$ cat config.mk
export PLATFORM = sky130hd
export DESIGN_NAME = cic_decimator
export DESIGN_NICKNAME = d
export VERILOG_FILES = /design/src/design/cic_pkg.sv /design/src/design/cic_ram_if.sv /design/src/design/cic_comb_ram.sv /design/src/design/cic_comb_seq.sv /design/src/design/cic_decimator.sv /design/src/design/cic_integ_chain.sv
export VERILOG_INCLUDE_DIRS = /design/src /design/src/design
export SDC_FILE = /design/constraint.sdc
export NUM_CORES = 2
export LEC_CHECK = 0
export ABC_CLOCK_PERIOD_IN_PS = 15200
export BUFFER_PORTS_ARGS = -buffer_cell sky130_fd_sc_hd__buf_2
export CAP_MARGIN = 30
export CORE_ASPECT_RATIO = 1.2
export CORE_MARGIN = 5
export CORE_UTILIZATION = 35
export CTS_CLUSTER_SIZE = 20
export DETAILED_ROUTE_END_ITERATION = 8
export PLACE_DENSITY_LB_ADDON = 0.05
export SLEW_MARGIN = 40
export SYNTH_ARGS = -nofsm -noshare
export SYNTH_HDL_FRONTEND = slang
export SYNTH_HIERARCHICAL = 1
export SYNTH_SLANG_ARGS = --single-unit
$ cat constraint.sdc
create_clock -name clock -period 15.2 [get_ports clock]
set_clock_uncertainty 0.2 [all_clocks]
set_input_delay 2.28 -clock clock [delete_from_list [all_inputs] [get_ports clock]]
set_output_delay 2.28 -clock clock [all_outputs]
set_load 0.005 [all_outputs]
$ cat src/design/cic_defines.svh
`ifndef CIC_DEFINES_SVH
`define CIC_DEFINES_SVH

// integrator and comb stage count
`define CIC_STAGES 5

// input sample width
`define CIC_IN_WIDTH 16

// worst case bit growth, 5 stages times log2(4096)
`define CIC_GROWTH 60

// accumulator width, 76 bits
`define CIC_ACC_WIDTH (`CIC_IN_WIDTH + `CIC_GROWTH)

// rounded output width
`define CIC_OUT_WIDTH 16

// decimation ratio, up to 4096
`define CIC_DEC_WIDTH 13

// stage index width, also covers the tail step
`define CIC_STAGE_WIDTH 3

// bank bit + kind bit + stage index
`define CIC_ADDR_WIDTH (`CIC_STAGE_WIDTH + 2)

`endif

$ cat src/design/cic_pkg.sv
`include "cic_defines.svh"

package cic_pkg;

	// sample widths
	typedef logic signed [`CIC_IN_WIDTH-1:0] sample_t;
	typedef logic signed [`CIC_ACC_WIDTH-1:0] acc_t;
	typedef logic signed [`CIC_OUT_WIDTH-1:0] out_t;

	// control widths
	typedef logic [`CIC_DEC_WIDTH-1:0] dec_t;
	typedef logic [`CIC_STAGE_WIDTH-1:0] stage_t;

	// {bank, kind, stage}
	typedef logic [`CIC_ADDR_WIDTH-1:0] ram_addr_t;

	// comb engine states
	typedef enum logic [2:0] {
		ST_CLEAR,
		ST_IDLE,
		ST_LOAD,
		ST_DIFF,
		ST_SAVE,
		ST_TAIL,
		ST_OUT
	} comb_state_t;

endpackage

$ cat src/design/cic_ram_if.sv
`timescale 1ns/1ps

// comb RAM port bundle
// write side and read address come from the engine, read data from the RAM
interface cic_ram_if;

	// write port
	cic_pkg::ram_addr_t waddr;
	cic_pkg::acc_t wdata;
	logic wen;

	// read port, data one clock after address
	cic_pkg::ram_addr_t raddr;
	cic_pkg::acc_t rdata;

	modport engine (
		output waddr,
		output wdata,
		output wen,
		output raddr,
		input rdata
	);

	modport ram (
		input waddr,
		input wdata,
		input wen,
		input raddr,
		output rdata
	);

endinterface

$ cat src/design/cic_comb_ram.sv
`timescale 1ns/1ps
`include "cic_defines.svh"

// comb and previous values for both banks
// word layout by address {bank, kind, stage}
module cic_comb_ram (
	input logic clock,
	cic_ram_if.ram ram
);

	localparam int DEPTH = 2 ** `CIC_ADDR_WIDTH;

	cic_pkg::acc_t mem [DEPTH];

	// ------------------------------
	// ports
	// ------------------------------

	always_ff @(posedge clock)
	begin
		// write lands at this edge
		if (ram.wen)
			mem[ram.waddr] <= ram.wdata;

		// registered read, same-address write returns old word
		ram.rdata <= mem[ram.raddr];
	end

endmodule

$ cat src/design/cic_comb_seq.sv
`timescale 1ns/1ps
`include "cic_defines.svh"

// sequential comb cascade, one stage every three clocks
// comb words are written and read back in the write bank,
// prev words come from the read bank and go to the write bank
module cic_comb_seq (
	input logic clock,
	input logic rst_n,
	input logic integ_strobe,
	input cic_pkg::acc_t integ_data,
	cic_ram_if.engine ram,
	output logic out_strobe,
	output cic_pkg::out_t out_data
);

	// address kind bit
	localparam logic KIND_COMB = 1'b0;
	localparam logic KIND_PREV = 1'b1;

	localparam cic_pkg::stage_t FIRST_STAGE = cic_pkg::stage_t'(0);
	localparam cic_pkg::stage_t LAST_STAGE = cic_pkg::stage_t'(`CIC_STAGES);

	cic_pkg::comb_state_t state;
	cic_pkg::stage_t stage;

	// ping-pong select
	logic bank;
	logic rd_bank;
	logic wr_bank;

	// comb output of the stage below
	cic_pkg::acc_t below;

	// rounding bit just under the kept msbs
	logic round_bit;

	assign rd_bank = bank;
	assign wr_bank = ~bank;
	assign round_bit = ram.rdata[`CIC_ACC_WIDTH-1-`CIC_OUT_WIDTH];

	// ------------------------------
	// state and counters
	// ------------------------------

	always_ff @(posedge clock)
	begin
		if (!rst_n)
		begin
			state <= cic_pkg::ST_CLEAR;
			stage <= FIRST_STAGE;
			bank <= 1'b0;
			out_strobe <= 1'b0;
		end
		else
		begin
			out_strobe <= 1'b0;
			case (state)
				cic_pkg::ST_CLEAR:
				begin
					// sweep prev[0..STAGES] of the first read bank
					if (stage == LAST_STAGE)
						state <= cic_pkg::ST_IDLE;
					else
						stage <= stage + cic_pkg::stage_t'(1);
				end
				cic_pkg::ST_IDLE:
				begin
					if (integ_strobe)
					begin
						stage <= cic_pkg::stage_t'(1);
						state <= cic_pkg::ST_LOAD;
					end
				end
				cic_pkg::ST_LOAD:
					state <= cic_pkg::ST_DIFF;
				cic_pkg::ST_DIFF:
					state <= cic_pkg::ST_SAVE;
				cic_pkg::ST_SAVE:
				begin
					if (stage == LAST_STAGE)
						state <= cic_pkg::ST_TAIL;
					else
					begin
						stage <= stage + cic_pkg::stage_t'(1);
						state <= cic_pkg::ST_LOAD;
					end
				end
				cic_pkg::ST_TAIL:
					state <= cic_pkg::ST_OUT;
				cic_pkg::ST_OUT:
				begin
					out_strobe <= 1'b1;
					bank <= ~bank;
					state <= cic_pkg::ST_IDLE;
				end
				default:
					state <= cic_pkg::ST_IDLE;
			endcase
		end
	end

	// ------------------------------
	// datapath registers
	// ------------------------------

	always_ff @(posedge clock)
	begin
		// comb[stage-1] arrives during DIFF
		if (state == cic_pkg::ST_DIFF)
			below <= ram.rdata;

		// comb[STAGES] arrives during OUT, keep top bits and round
		if (state == cic_pkg::ST_OUT)
			out_data <= ram.rdata[`CIC_ACC_WIDTH-1 -: `CIC_OUT_WIDTH]
				+ {{(`CIC_OUT_WIDTH-1){1'b0}}, round_bit};
	end

	// ------------------------------
	// RAM port control
	// ------------------------------

	always_comb
	begin
		ram.wen = 1'b0;
		ram.waddr = {wr_bank, KIND_COMB, stage};
		ram.wdata = '0;
		ram.raddr = {wr_bank, KIND_COMB, stage - cic_pkg::stage_t'(1)};
		case (state)
			cic_pkg::ST_CLEAR:
			begin
				ram.wen = 1'b1;
				ram.waddr = {rd_bank, KIND_PREV, stage};
			end
			cic_pkg::ST_IDLE:
			begin
				// comb[0] is the decimated integrator value
				ram.wen = integ_strobe;
				ram.waddr = {wr_bank, KIND_COMB, FIRST_STAGE};
				ram.wdata = integ_data;
			end
			cic_pkg::ST_LOAD:
				// fetch comb[stage-1], written on an earlier edge
				ram.raddr = {wr_bank, KIND_COMB, stage - cic_pkg::stage_t'(1)};
			cic_pkg::ST_DIFF:
			begin
				// comb below becomes the new prev, old prev fetched
				ram.wen = 1'b1;
				ram.waddr = {wr_bank, KIND_PREV, stage};
				ram.wdata = ram.rdata;
				ram.raddr = {rd_bank, KIND_PREV, stage};
			end
			cic_pkg::ST_SAVE:
			begin
				// comb[stage] = comb[stage-1] - prev[stage]
				ram.wen = 1'b1;
				ram.waddr = {wr_bank, KIND_COMB, stage};
				ram.wdata = below - ram.rdata;
			end
			cic_pkg::ST_TAIL:
				ram.raddr = {wr_bank, KIND_COMB, LAST_STAGE};
			default:
				ram.wen = 1'b0;
		endcase
	end

	// decimated samples only while the engine is free
	a_strobe_in_idle: assert property (@(posedge clock) disable iff (!rst_n)
		integ_strobe |-> state == cic_pkg::ST_IDLE);

	// one output per pass
	a_out_single: assert property (@(posedge clock) disable iff (!rst_n)
		out_strobe |=> !out_strobe);

endmodule

$ cat src/design/cic_decimator.sv
`timescale 1ns/1ps

// CIC decimator top
// integrators at input rate, sequential comb at output rate
module cic_decimator (
	input logic clock,
	input logic rst_n,
	input cic_pkg::dec_t decimation,
	input logic in_strobe,
	input cic_pkg::sample_t in_data,
	output logic out_strobe,
	output cic_pkg::out_t out_data
);

	// decimated integrator output
	logic integ_strobe;
	cic_pkg::acc_t integ_data;

	// comb RAM ports
	cic_ram_if ram_bus ();

	// ------------------------------
	// integrators and counter
	// ------------------------------

	cic_integ_chain i_integ_chain (
		.clock(clock),
		.rst_n(rst_n),
		.decimation(decimation),
		.in_strobe(in_strobe),
		.in_data(in_data),
		.integ_strobe(integ_strobe),
		.integ_data(integ_data)
	);

	// ------------------------------
	// comb engine and its RAM
	// ------------------------------

	cic_comb_seq i_comb_seq (
		.clock(clock),
		.rst_n(rst_n),
		.integ_strobe(integ_strobe),
		.integ_data(integ_data),
		.ram(ram_bus.engine),
		.out_strobe(out_strobe),
		.out_data(out_data)
	);

	cic_comb_ram i_comb_ram (
		.clock(clock),
		.ram(ram_bus.ram)
	);

endmodule

$ cat src/design/cic_integ_chain.sv
`timescale 1ns/1ps
`include "cic_defines.svh"

module cic_integ_chain (
	input logic clock,
	input logic rst_n,
	input cic_pkg::dec_t decimation,
	input logic in_strobe,
	input cic_pkg::sample_t in_data,
	output logic integ_strobe,
	output cic_pkg::acc_t integ_data
);

	// integrator registers and their inputs
	cic_pkg::acc_t acc [`CIC_STAGES];
	cic_pkg::acc_t feed [`CIC_STAGES];

	// input samples seen in the current decimation period
	cic_pkg::dec_t sample_no;

	// ------------------------------
	// integrators
	// ------------------------------

	// sign extended input into the first stage
	assign feed[0] = cic_pkg::acc_t'(in_data);

	for (genvar i = 0; i < `CIC_STAGES; i++)
	begin : g_integ
		// stage i sums the previous register of stage i-1
		if (i > 0)
		begin : g_link
			assign feed[i] = acc[i-1];
		end

		// wraps freely, the comb differences undo it
		always_ff @(posedge clock)
		begin
			if (!rst_n)
				acc[i] <= '0;
			else if (in_strobe)
				acc[i] <= acc[i] + feed[i];
		end
	end

	assign integ_data = acc[`CIC_STAGES-1];

	// ------------------------------
	// decimation counter
	// ------------------------------

	always_ff @(posedge clock)
	begin
		if (!rst_n)
		begin
			sample_no <= '0;
			integ_strobe <= 1'b0;
		end
		else
		begin
			integ_strobe <= 1'b0;
			if (in_strobe)
			begin
				// R-th sample, last integrator updates on this same edge
				if (sample_no == decimation - cic_pkg::dec_t'(1))
				begin
					sample_no <= '0;
					integ_strobe <= 1'b1;
				end
				else
					sample_no <= sample_no + cic_pkg::dec_t'(1);
			end
		end
	end

	// comb pass must finish before the next decimated sample
	a_min_decimation: assert property (@(posedge clock) disable iff (!rst_n)
		in_strobe |-> decimation >= cic_pkg::dec_t'(3 * `CIC_STAGES + 5));

endmodule

-- Yosys cells after proc, flatten, opt, wreduce, memory -nomap -nowiden
Memory sizes are Yosys's and may differ from the RTL's. A register that Yosys moved wholly into a read port is not among the register bits.
Cells that the tools add are included.
- register bits after elaboration: 114
- memory bits (writable): 2812
- logic and storage cells: 70
- memories kept: 2
- memory list (name ; depth ; bits a word ; rd ports ; clocked after memory_dff ; write ports ; RTL line ; RTL):
    i_comb_ram.mem ; 32 ; 76 ; 1 ; 1 ; 1 ; cic_comb_ram.sv:13 ; cic_pkg::acc_t mem [DEPTH];
    i_integ_chain.acc ; 5 ; 76 ; 5 ; 0 ; 5 ; cic_integ_chain.sv:15 ; cic_pkg::acc_t acc [`CIC_STAGES];
- add/subtract/negate cells: 11
- eq/ne operators: 11
- mux-type cells: 25
- bitwise logic cells: 6
- reductions and logical operators: 7
- operators with widths (cell ; number):
    76-bit two-way mux ; 5
    76-bit adder ; 4
    76-bit case mux with 3 select lines ; 1
    76-bit by 16-bit adder with 76-bit output ; 1
    76-bit subtractor ; 1
    3-bit case mux with 6 select lines ; 1
    16-bit by 1-bit adder with 16-bit output ; 1
    3-bit two-way mux ; 5
    5-bit case mux with 3 select lines ; 1
    13-bit by 1-bit adder with 13-bit output (second input constant) ; 1
    13-bit equality test ; 1
    13-bit two-way mux ; 1
    13-bit by 1-bit subtractor with 13-bit output (second input constant) ; 1
    3-bit equality test (second input constant) ; 4
    5-bit case mux with 2 select lines ; 1
    1-bit two-way mux ; 8
    3-bit by 2-bit equality test with 1-bit output (second input constant) ; 2
    3-bit case mux with 2 select lines ; 1
    1-bit bitwise OR ; 5
    2-bit != test (second input constant) ; 2
    2-bit AND reduction ; 2
    3-bit by 1-bit adder with 3-bit output (second input constant) ; 1
    3-bit by 1-bit equality test with 1-bit output (second input constant) ; 1
    3-bit logical NOT ; 1
    other kinds (8) ; 8

-- Longest topological paths before layout
- depth in word-level cells: 5
- depth in mapped cells: 14

-- By module
Netlist, hierarchy kept.
- by module, submodules not included (module ; times used ; cells each ; area an instance (sq um)):
    cic_comb_ram ; 1 ; 4451 ; 93966.4
    cic_integ_chain ; 1 ; 4184 ; 36122.1
    cic_comb_seq ; 1 ; 1180 ; 10103.4

-- Worst setup path after synthesis
Ideal clock, no wire load.
- path kind: input to register
- start: in in_strobe
- end: mem i_integ_chain/acc[0][0] in the netlist's numbering, enable pin
- library setup time: 0.729 ns
- arrival: 9.917 ns
- required time: 14.271 ns
- slack: 4.354 ns
- stages on the path: 3
- cell sequence: clkbuf_1 nor2b_1 inv_1
- RTL lines (what ; RTL line ; RTL):
    start, declared ; cic_decimator.sv:9 ; input logic in_strobe,
    end, declared ; cic_integ_chain.sv:15 ;

-- Final worst setup path
- start: reg i_comb_seq.state[0]
- end: reg i_comb_ram.ram.rdata[8], read port of i_comb_ram.mem
- longest elaborated chain between the ends: 2
- elaborated cells between the ends (all ways): 3
- ends and longest elaborated chain (what ; RTL line ; RTL):
    start, declared ; cic_comb_seq.sv:24 ; cic_pkg::comb_state_t state;
    start signal, assigned ; cic_comb_seq.sv:50 ; state <= cic_pkg::ST_CLEAR;
    start signal, assigned ; cic_comb_seq.sv:63 ; state <= cic_pkg::ST_IDLE;
    start signal, assigned ; cic_comb_seq.sv:72 ; state <= cic_pkg::ST_LOAD;
    3-bit equality test or 3-bit by 2-bit equality test with 1-bit output (tied branches) ; cic_comb_seq.sv:129 ; case (state)
    5-bit case mux with 2 select lines (*) ; cic_comb_seq.sv:129 ;
    named net ram_bus.raddr[2] ; cic_ram_if.sv:13 ; cic_pkg::ram_addr_t raddr;
    end, declared ; cic_ram_if.sv:29 ; output rdata
Mark *: on every way through the listed nets, which the timed path passes. The rest lies on a longest branch.
A chain may end at the register's enable or synchronous reset.

==> impl_metrics.json <==
{
  "cts_setup_buffers": 0,
  "cp_slowest_cell": "buf_4",
  "wl_per_cell_um": 29.6,
  "maxCapViolations": 0,
  "cts_tree": "yes",
  "grt-ovfl-total": 0,
  "fillers": 36800,
  "fin_util": 0.402,
  "numCtsBuffers": 341,
  "fp.dieH_um": 703,
  "status": "complete, no violations",
  "syn_avg_cell_area_sq_um": 14.3,
  "port_buffers": 48,
  "grt_pass1_vias": 88800,
  "hp-class": "register to register",
  "via_per_inst": 5.58,
  "cts_root_buf": "clkbuf_16",
  "setup_viol": 0,
  "worstMarginPinSlew_ps": 958,
  "rsz0062_at_grt": "false",
  "required_ps": 15790,
  "drt-initial-drc-count": 6391,
  "vias": 86400,
  "synth_flop_cell": "edfxtp_1",
  "slew-limit-headroom": 0.362,
  "critPathCaptureType": "register",
  "leakage_nw": 55.3,
  "drtPass1Iterations": 6,
  "whs_ps": 274,
  "tns_ps": 0,
  "powerDensity_mw_per_mm2": 143,
  "die_x_um": 588,
  "start_util": 0.351,
  "synth_top_cells_by_area": "edfxtp_1 (62%), mux2i_1 (5.0%), mux4_2 (4.9%)",
  "crit_chain": "inv_1 -> nor2_1 -> nand2_1 -> nand2_1 -> a221o_4 -> buf_4 -> buf_6 -> buf_6 -> mux4_2 -> a22o_1 -> a31oi_1 -> nand3_1",
  "worst-path-max-fanout": 54,
  "grt_max_degree": 138,
  "critical_path_depth": 12,
  "slew_violations": 0,
  "final_cell_count_no_fill": 15500,
  "cts.sinks": 3002,
  "grt_pass1_wl_um": 651000,
  "endpoint": "i_comb_ram/ram.rdata[8]$_DFF_P_",
  "hold_path_depth": 0,
  "clockBufferDepth": 4,
  "timing.final.ws_setup_ps": 9370,
  "htree_levels": 5,
  "core-area_sq_mm": 0.399,
  "clock_latency_ps": 950,
  "ioPinCount": 49,
  "synthesis.nets": 10300,
  "row_count": 254,
  "reg2reg_to": "i_comb_ram/ram.rdata[8]$_DFF_P_",
  "track_usage": 0.215,
  "yosysTopAreaCell": "edfxtp_1",
  "reg2reg_from": "i_comb_seq/state[0]$_SDFFE_PN0P_",
  "layout.nets": 10400,
  "die_area_sq_mm": 0.413,
  "place_congestion": 0.845,
  "synth_cells": 9815,
  "max_freq_ghz": 0.171,
  "worstSetupStartpoint": "i_comb_seq/state[0]$_SDFFE_PN0P_",
  "place_inst": 14800,
  "route.detailed.drc": 0,
  "synthArstFlopShare": 0,
  "ff2ff_setup_slack_ps": 9370,
  "layout-drive-gt1-share": 0.131,
  "synth_cell_type_count": 110,
  "cp_top_family": "buffers and inverters",
  "worstPathArrival_ps": 6430,
  "clk_pin_slew_ps": 60,
  "detail-route-antenna-nets": 0,
  "synth_seq_cells": 3002,
  "synth-warning-count": 6,
  "path_buf_inv": 4,
  "worstSetupPathType": "register to register",
  "period_share": 0.384,
  "ctsResizeCount": 0,
  "dp_hpwl_um": 281000,
  "antenna_found_initial": 9,
  "synthesis.area_sq_mm": 0.140,
  "min_period_ps": 5830,
  "dp_slack_ps": 8540,
  "cp-start-kind": "register",
  "worst_path_largest_cell_delay_ps": 740,
  "peakVddDrop_mv": 0.0841,
  "synth-seq-area-share": 0.636,
  "synth_top_area_share": 0.622,
  "reg2regPathDepth": 12,
  "wl_um": 458000,
  "area_delta_synth_final_pct": 14.3,
  "holdBufCountCts": 0,
  "finalHoldViolations": 0,
  "synth_edf_count": 2904
}
## through the flow
step / instance area [sq um] / power (mW)
after global routing: 160000 / 23.9
after CTS: 160000 / 23.2
after detailed placement: 149000 / 14.8
final: 160000 / 22.9
after floorplan: 140000 / 13.1
after global placement: 147000 / 14.8
## metal layers
layer	part of all wire	GRT usage
met5	0	0
met4	0.024	0.0485
met3	0.032	0.0207
met2	0.51	0.391
met1	0.43	0.278
## logic make-up after synthesis
kind of cell    Yosys count  share of synthesized area
buf+inv                 729                     0.0225
fa+ha+maj               463                     0.0416
xor+xnor                464                     0.0290
flops                  3002                      0.636
compound gates         2257                      0.109
simple gates           1900                     0.0638
mux                    1000                     0.0985
## final cells by class
cell class	instances	area (sq um)	area share
antenna	4	10.0	0.0000625
clock buffer	468	9560	0.0597
clock inverter	159	1650	0.0103
inverter	205	782	0.00488
multi-input combinational	6084	49000	0.306
sequential	3002	89200	0.557
tap	5248	6570	0.0410
timing repair buffer	311	3470	0.0217
## state kept, by name (all words and copies together) (netlist names)
register                    flops
i_comb_ram/ram.rdata           76
i_integ_chain/integ_strobe      1
i_comb_seq/state                3
i_comb_seq/below               76
i_comb_seq/bank                 1
i_comb_ram/mem               2432
i_comb_seq/out_data            16
i_integ_chain/sample_no        13
i_comb_seq/out_strobe           1
i_integ_chain/acc             380
i_comb_seq/stage                3
## Yosys cell counts (22+ instances only)
library cell	instances
buf_2	105
a22oi_1	414
clkbuf_1	344
o21bai_1	108
buf_4	29
o31ai_1	25
a22o_1	43
nor2_1	671
a31oi_1	93
dfxtp_1	98
o21ai_0	278
inv_1	205
nor2b_1	51
and2_1	54
o21a_1	39
o22ai_1	74
nand4_1	189
nor3_1	71
a21oi_1	543
a211oi_1	34
or3_1	22
nand3_1	240
nand2_1	408
edfxtp_1	2904
and3_1	61
ha_1	457
xnor2_1	283
a221oi_1	22
a21o_1	343
a21boi_0	25
mux2i_1	695
xor2_1	181
mux4_2	304
nand2b_1	34
## power breakdown
group	internal [mW]	total (mW)	leakage, nW	switching (mW)
clock	4.87	8.32	5.50	3.44
sequential	9.45	9.87	26.4	0.412
combinational	1.78	4.70	23.3	2.93
total	16.1	22.9	55.3	6.78
## cell usage in the layout (no fill, tap or decap), drive strengths merged, types with 27 or more instances in the layout
cell	count
and2	55
nor2b	52
dfxtp	98
and3	63
inv	220
a21o	346
bufinv	27
a22o	43
clkinv	109
mux2i	695
nand3	240
nand2	408
buf	311
mux4	304
nor3	71
a31oi	97
a21oi	544
o22ai	74
nand4	189
a211oi	38
clkbuf	468
o21bai	108
o21a	39
ha	457
xnor2	283
nand2b	34
a22oi	414
edfxtp	2904
xor2	181
a21boi	29
o31ai	29
o21ai	298
nor2	671
## worst register-to-register path, stage by stage (launching register included)
cell     delay, ps
dfxtp_1        640
inv_1          290
nor2_1         380
nand2_1        310
nand2_1        190
a221o_4        610
buf_4          800
buf_6          680
buf_6          660
mux4_2         470
a22o_1         250
a31oi_1        160
nand3_1        100
## worst min path at each step
stage                                     start                             end
6_report       i_comb_ram/ram.rdata[47]$_DFF_P_  i_comb_seq/below[47]$_DFFE_PP_
2_1_floorplan  i_comb_ram/ram.rdata[10]$_DFF_P_  i_comb_seq/below[10]$_DFFE_PP_
4_1_cts         i_comb_ram/ram.rdata[0]$_DFF_P_   i_comb_seq/below[0]$_DFFE_PP_
3_3_place_gp   i_comb_ram/ram.rdata[54]$_DFF_P_  i_comb_seq/below[54]$_DFFE_PP_
3_5_place_dp    i_comb_ram/ram.rdata[0]$_DFF_P_   i_comb_seq/below[0]$_DFFE_PP_
5_1_grt        i_comb_ram/ram.rdata[54]$_DFF_P_  i_comb_seq/below[54]$_DFFE_PP_
(Power assumes the default switching activity.)
